$ cat config.mk
export PLATFORM = sky130hd
export DESIGN_NAME = periph_subsystem
export DESIGN_NICKNAME = d
export VERILOG_FILES = /design/src/periph_pkg.sv /design/src/bus_to_reg.sv /design/src/periph_decode.sv /design/src/gpio_regs.sv /design/src/timer_regs.sv /design/src/irq_ctrl.sv /design/src/periph_subsystem.sv
export SDC_FILE = /design/constraint.sdc
export NUM_CORES = 1
export LEC_CHECK = 0
export CAP_MARGIN = 20
export CORE_ASPECT_RATIO = 1.75
export CORE_MARGIN = 3
export CORE_UTILIZATION = 61
export DETAILED_ROUTE_END_ITERATION = 10
export DONT_BUFFER_PORTS = 1
export PLACE_DENSITY = 0.84
export SYNTH_ARGS = -nofsm -noshare
export SYNTH_HDL_FRONTEND = slang
export SYNTH_SLANG_ARGS = --single-unit
$ cat constraint.sdc
create_clock -name clk_i -period 5.65 [get_ports clk_i]
set_input_delay 1.695 -clock clk_i [delete_from_list [all_inputs] [get_ports clk_i]]
set_output_delay 1.695 -clock clk_i [all_outputs]
set_load 0.01 [all_outputs]
$ cat src/periph_pkg.sv
// Shared types and address map for the peripheral subsystem
// Modules refer to these by scoped name, periph_pkg::name
`default_nettype none

package periph_pkg;

  localparam int NUM_GPIO    = 16;
  localparam int NUM_EXT_IRQ = 4;
  // Source 0 GPIO, 1 timer, 2..5 external lines
  localparam int NUM_IRQ_SRC = 6;

  // GPIO window offsets
  localparam logic [7:0] GPIO_OUT      = 8'h00;
  localparam logic [7:0] GPIO_OE       = 8'h04;
  localparam logic [7:0] GPIO_IN       = 8'h08;
  localparam logic [7:0] GPIO_IRQ_EN   = 8'h0C;
  localparam logic [7:0] GPIO_IRQ_STAT = 8'h10;

  // Timer window offsets
  localparam logic [7:0] TMR_CTRL     = 8'h00;
  localparam logic [7:0] TMR_PRESCALE = 8'h04;
  localparam logic [7:0] TMR_COUNT    = 8'h08;
  localparam logic [7:0] TMR_COMPARE  = 8'h0C;

  // Interrupt controller offsets
  localparam logic [7:0] IRQ_ENABLE  = 8'h00;
  localparam logic [7:0] IRQ_PENDING = 8'h04;
  localparam logic [7:0] IRQ_ID      = 8'h08;

  localparam logic [31:0] ERR_RDATA = 32'hBAD0_0BAD;

  typedef struct packed {
    logic        req;
    logic        we;
    logic [3:0]  be;
    logic [31:0] addr;
    logic [31:0] wdata;
  } bus_req_t;

  typedef struct packed {
    logic        gnt;
    logic        rvalid;
    logic        err;
    logic [31:0] rdata;
  } bus_rsp_t;

  typedef struct packed {
    logic        valid;
    logic        write;
    logic [3:0]  wstrb;
    logic [7:0]  addr;
    logic [31:0] wdata;
  } reg_req_t;

  typedef struct packed {
    logic [31:0] rdata;
    logic        err;
  } reg_rsp_t;

  // Encoding follows address bits 9:8
  typedef enum logic [1:0] {
    SEL_GPIO  = 2'd0,
    SEL_TIMER = 2'd1,
    SEL_IRQ   = 2'd2,
    SEL_NONE  = 2'd3
  } periph_sel_e;

  // Byte strobes expanded to a bit mask
  function automatic logic [31:0] strb_mask(input logic [3:0] strb);
    return {{8{strb[3]}}, {8{strb[2]}}, {8{strb[1]}}, {8{strb[0]}}};
  endfunction

endpackage

`default_nettype wire

$ cat src/bus_to_reg.sv
// Bus slave front end with a req/gnt/rvalid handshake
// Registers one request at a time and returns rvalid two cycles after grant
`timescale 1ns/1ns
`default_nettype none

module bus_to_reg (
  input  logic                 clk_i,
  input  logic                 rst_n_i,
  input  periph_pkg::bus_req_t bus_req_i,
  output periph_pkg::bus_rsp_t bus_rsp_o,
  output periph_pkg::reg_req_t reg_req_o,
  output logic [31:0]          full_addr_o,
  input  periph_pkg::reg_rsp_t rsp_i
);

  logic        busy_q;
  logic        valid_q;
  logic        rvalid_q;
  logic        accept;
  logic        write_q;
  logic [3:0]  wstrb_q;
  logic [31:0] addr_q;
  logic [31:0] wdata_q;

  // Grant only while idle
  assign accept = bus_req_i.req & ~busy_q;

  always_ff @(posedge clk_i) begin
    if (!rst_n_i) begin
      busy_q   <= 1'b0;
      valid_q  <= 1'b0;
      rvalid_q <= 1'b0;
    end else begin
      valid_q  <= accept;
      rvalid_q <= valid_q;
      if (accept) begin
        busy_q <= 1'b1;
      end else if (rvalid_q) begin
        busy_q <= 1'b0;
      end
    end
  end

  always_ff @(posedge clk_i) begin
    if (accept) begin
      write_q <= bus_req_i.we;
      wstrb_q <= bus_req_i.be;
      addr_q  <= bus_req_i.addr;
      wdata_q <= bus_req_i.wdata;
    end
  end

  always_comb begin
    reg_req_o.valid = valid_q;
    reg_req_o.write = write_q;
    reg_req_o.wstrb = wstrb_q;
    reg_req_o.addr  = addr_q[7:0];
    reg_req_o.wdata = wdata_q;
  end

  // Full address lets the decoder spot unmapped windows
  assign full_addr_o = addr_q;

  always_comb begin
    bus_rsp_o.gnt    = ~busy_q;
    bus_rsp_o.rvalid = rvalid_q;
    bus_rsp_o.err    = rvalid_q & rsp_i.err;
    bus_rsp_o.rdata  = rsp_i.rdata;
  end

endmodule

`default_nettype wire

$ cat src/periph_decode.sv
// Address decoder and response mux for the three peripheral windows
// Valid goes only to the selected peripheral, its response is registered
`timescale 1ns/1ns
`default_nettype none

module periph_decode (
  input  logic                 clk_i,
  input  logic                 rst_n_i,
  input  periph_pkg::reg_req_t reg_req_i,
  input  logic [31:0]          full_addr_i,
  output periph_pkg::reg_req_t gpio_req_o,
  output periph_pkg::reg_req_t timer_req_o,
  output periph_pkg::reg_req_t irq_req_o,
  input  periph_pkg::reg_rsp_t gpio_rsp_i,
  input  periph_pkg::reg_rsp_t timer_rsp_i,
  input  periph_pkg::reg_rsp_t irq_rsp_i,
  output periph_pkg::reg_rsp_t rsp_o
);

  periph_pkg::periph_sel_e sel;
  periph_pkg::reg_rsp_t    sel_rsp;
  periph_pkg::reg_rsp_t    rsp_q;

  always_comb begin
    if (|full_addr_i[31:10]) begin
      sel = periph_pkg::SEL_NONE;
    end else begin
      case (full_addr_i[9:8])
        2'd0:    sel = periph_pkg::SEL_GPIO;
        2'd1:    sel = periph_pkg::SEL_TIMER;
        2'd2:    sel = periph_pkg::SEL_IRQ;
        default: sel = periph_pkg::SEL_NONE;
      endcase
    end
  end

  // Same request to all, valid gated per window
  always_comb begin
    gpio_req_o        = reg_req_i;
    timer_req_o       = reg_req_i;
    irq_req_o         = reg_req_i;
    gpio_req_o.valid  = reg_req_i.valid & (sel == periph_pkg::SEL_GPIO);
    timer_req_o.valid = reg_req_i.valid & (sel == periph_pkg::SEL_TIMER);
    irq_req_o.valid   = reg_req_i.valid & (sel == periph_pkg::SEL_IRQ);
  end

  always_comb begin
    case (sel)
      periph_pkg::SEL_GPIO:  sel_rsp = gpio_rsp_i;
      periph_pkg::SEL_TIMER: sel_rsp = timer_rsp_i;
      periph_pkg::SEL_IRQ:   sel_rsp = irq_rsp_i;
      default: begin
        sel_rsp.rdata = periph_pkg::ERR_RDATA;
        sel_rsp.err   = 1'b1;
      end
    endcase
  end

  always_ff @(posedge clk_i) begin
    if (!rst_n_i) begin
      rsp_q <= '0;
    end else if (reg_req_i.valid) begin
      rsp_q <= sel_rsp;
    end
  end

  assign rsp_o = rsp_q;

endmodule

`default_nettype wire

$ cat src/gpio_regs.sv
// GPIO register block with output, output enable and rising-edge interrupts
// Inputs pass a two-flop synchronizer before edge detection
`timescale 1ns/1ns
`default_nettype none

module gpio_regs (
  input  logic                            clk_i,
  input  logic                            rst_n_i,
  input  periph_pkg::reg_req_t            req_i,
  output periph_pkg::reg_rsp_t            rsp_o,
  input  logic [periph_pkg::NUM_GPIO-1:0] gpio_i,
  output logic [periph_pkg::NUM_GPIO-1:0] gpio_o,
  output logic [periph_pkg::NUM_GPIO-1:0] gpio_en_o,
  output logic                            irq_o
);

  logic [periph_pkg::NUM_GPIO-1:0] out_q;
  logic [periph_pkg::NUM_GPIO-1:0] oe_q;
  logic [periph_pkg::NUM_GPIO-1:0] irq_en_q;
  logic [periph_pkg::NUM_GPIO-1:0] stat_q;
  logic [periph_pkg::NUM_GPIO-1:0] in_meta_q;
  logic [periph_pkg::NUM_GPIO-1:0] in_sync_q;
  logic [periph_pkg::NUM_GPIO-1:0] in_prev_q;
  logic [periph_pkg::NUM_GPIO-1:0] rise;
  logic [periph_pkg::NUM_GPIO-1:0] wmask;
  logic [periph_pkg::NUM_GPIO-1:0] wdata;
  logic [31:0]                     full_mask;
  logic                            wr;

  assign full_mask = periph_pkg::strb_mask(req_i.wstrb);
  assign wmask     = full_mask[periph_pkg::NUM_GPIO-1:0];
  assign wdata     = req_i.wdata[periph_pkg::NUM_GPIO-1:0];
  assign wr        = req_i.valid & req_i.write;
  assign rise      = in_sync_q & ~in_prev_q;

  always_ff @(posedge clk_i) begin
    if (!rst_n_i) begin
      in_meta_q <= '0;
      in_sync_q <= '0;
      in_prev_q <= '0;
    end else begin
      in_meta_q <= gpio_i;
      in_sync_q <= in_meta_q;
      in_prev_q <= in_sync_q;
    end
  end

  always_ff @(posedge clk_i) begin
    if (!rst_n_i) begin
      out_q    <= '0;
      oe_q     <= '0;
      irq_en_q <= '0;
      stat_q   <= '0;
    end else begin
      if (wr && req_i.addr == periph_pkg::GPIO_OUT) begin
        out_q <= (out_q & ~wmask) | (wdata & wmask);
      end
      if (wr && req_i.addr == periph_pkg::GPIO_OE) begin
        oe_q <= (oe_q & ~wmask) | (wdata & wmask);
      end
      if (wr && req_i.addr == periph_pkg::GPIO_IRQ_EN) begin
        irq_en_q <= (irq_en_q & ~wmask) | (wdata & wmask);
      end
      // New edges win over a clear in the same cycle
      if (wr && req_i.addr == periph_pkg::GPIO_IRQ_STAT) begin
        stat_q <= (stat_q & ~(wdata & wmask)) | (rise & irq_en_q);
      end else begin
        stat_q <= stat_q | (rise & irq_en_q);
      end
    end
  end

  always_comb begin
    rsp_o.err   = 1'b0;
    rsp_o.rdata = '0;
    case (req_i.addr)
      periph_pkg::GPIO_OUT:      rsp_o.rdata[periph_pkg::NUM_GPIO-1:0] = out_q;
      periph_pkg::GPIO_OE:       rsp_o.rdata[periph_pkg::NUM_GPIO-1:0] = oe_q;
      periph_pkg::GPIO_IN:       rsp_o.rdata[periph_pkg::NUM_GPIO-1:0] = in_sync_q;
      periph_pkg::GPIO_IRQ_EN:   rsp_o.rdata[periph_pkg::NUM_GPIO-1:0] = irq_en_q;
      periph_pkg::GPIO_IRQ_STAT: rsp_o.rdata[periph_pkg::NUM_GPIO-1:0] = stat_q;
      default: begin
        rsp_o.rdata = periph_pkg::ERR_RDATA;
        rsp_o.err   = 1'b1;
      end
    endcase
  end

  assign gpio_o    = out_q;
  assign gpio_en_o = oe_q;
  assign irq_o     = |stat_q;

endmodule

`default_nettype wire

$ cat src/timer_regs.sv
// 32-bit timer with prescaler and a level compare interrupt
// Count steps once every PRESCALE+1 clocks while CTRL bit 0 is set
`timescale 1ns/1ns
`default_nettype none

module timer_regs (
  input  logic                 clk_i,
  input  logic                 rst_n_i,
  input  periph_pkg::reg_req_t req_i,
  output periph_pkg::reg_rsp_t rsp_o,
  output logic                 irq_o
);

  logic        en_q;
  logic [31:0] prescale_q;
  logic [31:0] count_q;
  logic [31:0] compare_q;
  logic [31:0] presc_cnt_q;
  logic [31:0] wmask;
  logic        wr;
  logic        tick;

  assign wmask = periph_pkg::strb_mask(req_i.wstrb);
  assign wr    = req_i.valid & req_i.write;
  assign tick  = en_q & (presc_cnt_q == prescale_q);

  always_ff @(posedge clk_i) begin
    if (!rst_n_i) begin
      en_q        <= 1'b0;
      prescale_q  <= '0;
      count_q     <= '0;
      compare_q   <= '0;
      presc_cnt_q <= '0;
    end else begin
      if (wr && req_i.addr == periph_pkg::TMR_CTRL && wmask[0]) begin
        en_q <= req_i.wdata[0];
      end
      if (wr && req_i.addr == periph_pkg::TMR_PRESCALE) begin
        prescale_q <= (prescale_q & ~wmask) | (req_i.wdata & wmask);
      end
      if (wr && req_i.addr == periph_pkg::TMR_COMPARE) begin
        compare_q <= (compare_q & ~wmask) | (req_i.wdata & wmask);
      end
      // Count load restarts the prescaler
      if (wr && req_i.addr == periph_pkg::TMR_COUNT) begin
        count_q     <= (count_q & ~wmask) | (req_i.wdata & wmask);
        presc_cnt_q <= '0;
      end else if (!en_q) begin
        presc_cnt_q <= '0;
      end else if (tick) begin
        count_q     <= count_q + 32'd1;
        presc_cnt_q <= '0;
      end else begin
        presc_cnt_q <= presc_cnt_q + 32'd1;
      end
    end
  end

  always_comb begin
    rsp_o.err = 1'b0;
    case (req_i.addr)
      periph_pkg::TMR_CTRL:     rsp_o.rdata = {31'd0, en_q};
      periph_pkg::TMR_PRESCALE: rsp_o.rdata = prescale_q;
      periph_pkg::TMR_COUNT:    rsp_o.rdata = count_q;
      periph_pkg::TMR_COMPARE:  rsp_o.rdata = compare_q;
      default: begin
        rsp_o.rdata = periph_pkg::ERR_RDATA;
        rsp_o.err   = 1'b1;
      end
    endcase
  end

  assign irq_o = en_q & (count_q >= compare_q);

endmodule

`default_nettype wire

$ cat src/irq_ctrl.sv
// Interrupt controller with per-source enable, lowest source number wins
// irq_id_o is the winning source plus one, zero when nothing is pending
`timescale 1ns/1ns
`default_nettype none

module irq_ctrl (
  input  logic                               clk_i,
  input  logic                               rst_n_i,
  input  periph_pkg::reg_req_t               req_i,
  output periph_pkg::reg_rsp_t               rsp_o,
  input  logic                               gpio_irq_i,
  input  logic                               timer_irq_i,
  input  logic [periph_pkg::NUM_EXT_IRQ-1:0] ext_irq_i,
  output logic                               irq_o,
  output logic [2:0]                         irq_id_o
);

  logic [periph_pkg::NUM_IRQ_SRC-1:0] enable_q;
  logic [periph_pkg::NUM_IRQ_SRC-1:0] src;
  logic [periph_pkg::NUM_IRQ_SRC-1:0] pending;
  logic [31:0]                        wmask;
  logic [2:0]                         id;

  assign wmask   = periph_pkg::strb_mask(req_i.wstrb);
  assign src     = {ext_irq_i, timer_irq_i, gpio_irq_i};
  assign pending = src & enable_q;

  always_ff @(posedge clk_i) begin
    if (!rst_n_i) begin
      enable_q <= '0;
    end else if (req_i.valid && req_i.write && req_i.addr == periph_pkg::IRQ_ENABLE) begin
      enable_q <= (enable_q & ~wmask[periph_pkg::NUM_IRQ_SRC-1:0])
                | (req_i.wdata[periph_pkg::NUM_IRQ_SRC-1:0]
                   & wmask[periph_pkg::NUM_IRQ_SRC-1:0]);
    end
  end

  // Scan from the top so the lowest pending source is left
  always_comb begin
    id = 3'd0;
    for (int i = periph_pkg::NUM_IRQ_SRC - 1; i >= 0; i--) begin
      if (pending[i]) begin
        id = 3'(i + 1);
      end
    end
  end

  assign irq_o    = |pending;
  assign irq_id_o = id;

  always_comb begin
    rsp_o.err   = 1'b0;
    rsp_o.rdata = '0;
    case (req_i.addr)
      periph_pkg::IRQ_ENABLE:  rsp_o.rdata[periph_pkg::NUM_IRQ_SRC-1:0] = enable_q;
      periph_pkg::IRQ_PENDING: rsp_o.rdata[periph_pkg::NUM_IRQ_SRC-1:0] = pending;
      periph_pkg::IRQ_ID:      rsp_o.rdata[2:0] = id;
      default: begin
        rsp_o.rdata = periph_pkg::ERR_RDATA;
        rsp_o.err   = 1'b1;
      end
    endcase
  end

endmodule

`default_nettype wire

$ cat src/periph_subsystem.sv
// Peripheral subsystem top with GPIO, timer and interrupt controller
// Core bus in, pins and the combined interrupt out
`timescale 1ns/1ns
`default_nettype none

module periph_subsystem (
  input  logic                               clk_i,
  input  logic                               rst_n_i,
  input  periph_pkg::bus_req_t               bus_req_i,
  output periph_pkg::bus_rsp_t               bus_rsp_o,
  input  logic [periph_pkg::NUM_GPIO-1:0]    gpio_i,
  output logic [periph_pkg::NUM_GPIO-1:0]    gpio_o,
  output logic [periph_pkg::NUM_GPIO-1:0]    gpio_en_o,
  input  logic [periph_pkg::NUM_EXT_IRQ-1:0] ext_irq_i,
  output logic                               irq_o,
  output logic [2:0]                         irq_id_o
);

  periph_pkg::reg_req_t reg_req;
  periph_pkg::reg_rsp_t reg_rsp;
  logic [31:0]          full_addr;

  periph_pkg::reg_req_t gpio_req;
  periph_pkg::reg_rsp_t gpio_rsp;
  periph_pkg::reg_req_t timer_req;
  periph_pkg::reg_rsp_t timer_rsp;
  periph_pkg::reg_req_t irq_req;
  periph_pkg::reg_rsp_t irq_rsp;

  logic gpio_irq;
  logic timer_irq;

  bus_to_reg u_bus_to_reg (
    .clk_i       (clk_i),
    .rst_n_i     (rst_n_i),
    .bus_req_i   (bus_req_i),
    .bus_rsp_o   (bus_rsp_o),
    .reg_req_o   (reg_req),
    .full_addr_o (full_addr),
    .rsp_i       (reg_rsp)
  );

  periph_decode u_periph_decode (
    .clk_i       (clk_i),
    .rst_n_i     (rst_n_i),
    .reg_req_i   (reg_req),
    .full_addr_i (full_addr),
    .gpio_req_o  (gpio_req),
    .timer_req_o (timer_req),
    .irq_req_o   (irq_req),
    .gpio_rsp_i  (gpio_rsp),
    .timer_rsp_i (timer_rsp),
    .irq_rsp_i   (irq_rsp),
    .rsp_o       (reg_rsp)
  );

  gpio_regs u_gpio_regs (
    .clk_i     (clk_i),
    .rst_n_i   (rst_n_i),
    .req_i     (gpio_req),
    .rsp_o     (gpio_rsp),
    .gpio_i    (gpio_i),
    .gpio_o    (gpio_o),
    .gpio_en_o (gpio_en_o),
    .irq_o     (gpio_irq)
  );

  timer_regs u_timer_regs (
    .clk_i   (clk_i),
    .rst_n_i (rst_n_i),
    .req_i   (timer_req),
    .rsp_o   (timer_rsp),
    .irq_o   (timer_irq)
  );

  irq_ctrl u_irq_ctrl (
    .clk_i       (clk_i),
    .rst_n_i     (rst_n_i),
    .req_i       (irq_req),
    .rsp_o       (irq_rsp),
    .gpio_irq_i  (gpio_irq),
    .timer_irq_i (timer_irq),
    .ext_irq_i   (ext_irq_i),
    .irq_o       (irq_o),
    .irq_id_o    (irq_id_o)
  );

endmodule

`default_nettype wire

======== Word level (Yosys, flattened, before mapping) ========
Index checks and enable logic that the tools add are counted.
storage, ports and cells
  logic and storage cells ................. 123
  input port bits ......................... 92
  output and inout port bits .............. 71
  flip-flop bits (word level) ............. 352
cells by class
  add/subtract/negate cells ............... 2
  reductions and logical operators ........ 25
  equal/unequal tests ..................... 9
  magnitude comparators ................... 1
  bitwise logic cells ..................... 40
  multiplexer cells ....................... 24
operators with widths
  operator               count
  $and 32x32->32         4
  $pmux 32 s4            1
  $and 16x16->16         7
  $pmux 33 s3            1
  $mux 32                3
  $or 32x32->32          3
  $or 16x16->16          5
  $pmux 16 s5            1
  $add 32x1->32 const B  2
  $not 16->16            3
  $eq 32x32->1           1
  $ge 32x32->1           1
  $mux 16                2
  $not 32->32            1
  $mux 26                1
  $reduce_or 22->1       1
  $and 6x6->6            3
  $mux 3                 6
  $pmux 3 s3             2
  $eq 8x4->1 const B     2
  $reduce_or 16->1       1
  $logic_and 1x1->1      11
  $and 1x1->1            9
  $eq 8x3->1 const B     1
  other kinds (17)       29

======== Longest topological paths before layout ========
  word-level depth ........................ 11
  gate-level depth with buffers ........... 11
  gate-level depth less buffers ........... 9

======== Hierarchy ========
From an unflattened synthesis, not the netlist that was laid out.
second synthesis, totals
  cell total of the unflattened synthesis .. 1997
  area, all modules ....................... 18635.4 µm²
modules (own cells, without submodules)
  module         instances  seq. area each (µm²)  area each (µm²)  cells an instance
  timer_regs     1          2582.5                7856.3           955
  gpio_regs      1          2242.2                4550.6           460
  periph_decode  1          660.6                 3030.4           370
  bus_to_reg     1          2132.0                2499.9           122
  irq_ctrl       1          120.1                 698.2            90

======== Worst setup path after synthesis ========
Ideal clock, no wire load.
  kind .................................... input-to-reg
  start point ............................. in bus_req_i[69] in the netlist's numbering
  end point ............................... reg u_bus_to_reg.addr_q[0] (netlist: u_bus_to_reg.full_addr_o[0]) (enable)
  data required time ...................... 5144 ps
  path slack .............................. 401 ps
  arrival ................................. 4743 ps
  cell stages on the path ................. 1
  path buffers ............................ 0
  library setup time ...................... 506 ps
  cell sequence ........................... nor2b_1
between the ends
  word-level cells in the longest chain between the ends .. 1
RTL lines
  what                  line                   text
  from (decl)           periph_subsystem.sv:9  input periph_pkg::bus_req_t bus_req_i,
  $and 1x1->1           bus_to_reg.sv:26       assign accept = bus_req_i.req & ~busy_q;
  to (signal assigned)  bus_to_reg.sv:48       addr_q <= bus_req_i.addr;
  to (decl)             bus_to_reg.sv:22       logic [31:0] addr_q;
Every way passes these cells.
A chain may end at the register's enable or synchronous reset.

==> results.yml <==
run_status:
  status: "finished clean"
cts:
  clockRootBuffer: "clkbuf_16"
  cts_made_buffers: 31
  path_clk_slew_ns: 0.07
  cts_buffer_depth: 3
  cts_setup_buffers: 0
  cts-resized-gates: 0
  cts_tree: "done"
  cts_max_level: 1
  clock_sinks: 352
  clock_latency_ns: 0.58
  holdBufCountCts: 0
logic_synthesis:
  synthesis.area_mm2: 0.0161
  syn_nets: 1863
  yosysSeqAreaShare: 0.481
  synth-main-ff-cell: "dfxtp_1"
  async_flop_share: 0
  synth_edf_count: 69
  synth.distinct_cells: 73
  synthCells: 1737
  yosysWarnings: 0
  ys_seq_elements: 352
  post_synth.cell_area_avg_um2: 9.27
final_layout:
  drive_gt1_frac: 0.0816
  final_nets: 1792
  nFillCells: 2076
  area_delta_synth_final_pct: 6.11
  instances_no_fill: 2012
timing:
  rsz0062_at_grt: "no"
  finalCriticalPeriod_ns: 5.25
  holdWs_ns: 0.432
  slew_viol_final: 0
  tightest_slew_ns: 1.09
  post-route-period-util: 0.929
  hold_viol: 0
  timing.fmax_mhz: 191
  tns_ns: 0
  final-setup-viol-count: 0
  fin_worst_skew_ns: 0.00954
  slew_headroom: 0.270
global_route:
  track_usage: 0.335
  grt_pass1_wl_mm: 74.4
  grt_start_max_net_pins: 97
  antenna_found_initial: 2
  grt_pass1_vias: 13300
  overflow: 0
power:
  power.leakage_nw: 6.02
  finalPower_w: 0.00495
  ir_worst_vdd_mv: 0.275
  powerDensity_mw_per_mm2: 290
setup_path:
  cp-end-kind: "output port"
  critical_path.max_fanout: 7
  worst-endpoint-arrival_ns: 3.55
  start_kind: "flip-flop"
  required_ns: 3.95
  r2r-start: "u_bus_to_reg.full_addr_o[24]$_DFFE_PP_"
  critPathKind: "reg -> out"
floorplanning:
  coreArea_mm2: 0.0260
  initial_core_util: 0.620
  die_h_um: 221
  fp-row-count: 78
  die_area_mm2: 0.0285
  pin_count: 163
  die_x_um: 129
route:
  vias_per_cell: 6.58
  antenna_left: 0
  firstDrtPassIters: 8
  drc: 0
  drt-wirelength-per-cell_um: 24.1
  vias: 13200
  drt_iter0_drc: 1680
  wl_mm: 48.5
placed_design:
  place.gp.congestion: 0.997
  hpwl_mm: 34.0
  dp.cells: 1953
  portBuffers: 0
min_path:
  hp-class: "reg -> reg"
  min_from: "u_gpio_regs.in_meta_q[13]$_SDFF_PN0_"
flow_run:
  cap_violations: 0
-- report_power, final --
| group | total, W | internal, W | switching, W |
|---|---|---|---|
| registers | 0.00269 | 0.00262 | 0.0000686 |
| logic | 0.000121 | 0.0000375 | 0.0000839 |
| clock network | 0.00214 | 0.00118 | 0.000960 |
| total | 0.00495 | 0.00384 | 0.00111 |
-- routing by layer --
| layer | vias to the layer above | global-route usage | part of all wire | routed length [um] |
|---|---|---|---|---|
| met5 | - | 0 | 0.00027 | 13 |
| met4 | 2 | 0.250 | 0.089 | 4320 |
| met3 | 231 | 0.0667 | 0.077 | 3720 |
| met2 | 691 | 0.569 | 0.50 | 24300 |
| met1 | 6304 | 0.357 | 0.33 | 16100 |
| li1 | 6009 | - | - | - |
-- worst max-delay path, stage by stage, from the launching register on --
cell,delay [ns]
dfxtp_1,0.40
inv_1,0.08
ha_1,0.26
nand2b_1,0.13
a2111oi_0,0.41
nor3_1,0.13
o41a_1,0.33
o311ai_1,0.82
and2_1,0.25
a21boi_0,0.16
-- metrics by stage --
stage          cell area [um^2]  worst slack [ns]  utilization
2_1_floorplan             16100             0.401            -
3_3_place_gp              16100              1.10        0.619
3_5_place_dp              16100              1.02        0.619
4_1_cts                   17100             0.408        0.658
5_1_grt                   17100             0.217        0.658
6_report                  17100             0.404        0.658
-- area by class of cell --
| cell class | instances | area [um^2] | share of cell area |
|---|---|---|---|
| antenna | 1 | 2.50 | 0.000147 |
| clock buffer | 46 | 882 | 0.0516 |
| clock inverter | 12 | 131 | 0.00769 |
| inverter | 47 | 179 | 0.0105 |
| multi-input combinational | 1218 | 7630 | 0.446 |
| sequential | 352 | 7740 | 0.453 |
| tap | 320 | 400 | 0.0234 |
| timing repair buffer | 16 | 120 | 0.00703 |
-- layout by cell type (no fill, tap or decap), types with 10 or more instances in the layout --
master / count
dfxtp_1: 282
nand2_1: 236
nor2_1: 152
a21oi_1: 134
edfxtp_1: 69
and2_1: 65
nand3_1: 62
o21ai_0: 61
xor2_1: 51
mux2i_1: 47
inv_1: 46
ha_1: 34
clkbuf_16: 31
mux2_2: 29
nor3_1: 26
and3_1: 23
a22o_1: 23
a22oi_1: 22
nor4_1: 21
nand4_1: 20
a211oi_1: 20
xnor2_1: 17
nand2b_1: 16
buf_4: 16
nor3_2: 12
clkbuf_1: 10
-- cell usage after synthesis, drive strengths merged (4+ instances only) --
master,instances,share of area
mux4,9,0.013
o211a,9,0.0056
nor2,156,0.037
inv,47,0.011
ha,34,0.026
nand2b,16,0.0062
nor3,38,0.015
and3,23,0.0089
mux2i,47,0.029
nand2,238,0.056
nand4,21,0.0086
nor4,23,0.0093
nor2b,7,0.0027
nand3b,6,0.0028
and4,5,0.0027
edfxtp,69,0.13
or2,5,0.0019
a222oi,9,0.0056
buf,44,0.019
a21o,4,0.0019
a32oi,5,0.0027
clkbuf,76,0.018
a311oi,8,0.0044
a31oi,9,0.0035
dfxtp,283,0.35
xor2,51,0.028
or4,7,0.0040
a211oi,20,0.0093
xnor2,17,0.0092
a22o,23,0.013
a21oi,134,0.042
o21ai,62,0.019
o221ai,8,0.0044
and2,65,0.025
nand3,62,0.019
a22oi,22,0.010
mux2,29,0.020
-- logic make-up (layout without fill, tap and decap cells) --
family | Yosys count | in the layout | share of synthesized area
compound gates | 344 | 344 | 0.138
xor+xnor | 68 | 68 | 0.0370
fa+ha+maj | 34 | 34 | 0.0264
buf+inv | 167 | 121 | 0.0476
flops | 352 | 352 | 0.481
mux | 85 | 85 | 0.0621
other cells | 0 | 1 | 0
simple gates | 687 | 687 | 0.209
-- worst paths after layout --
path                                          endpoint  slack [ns]  depth (start not counted)
setup reg to reg      u_gpio_regs.stat_q[6]$_SDFF_PN0_        1.94                          7
hold / removal    u_gpio_regs.in_sync_q[13]$_SDFF_PN0_        0.43                          1
hold reg to reg   u_gpio_regs.in_sync_q[13]$_SDFF_PN0_        0.43                          1
setup / recovery                           irq_id_o[1]        0.40                          9
No activity file was read; power rests on OpenSTA's default activity.
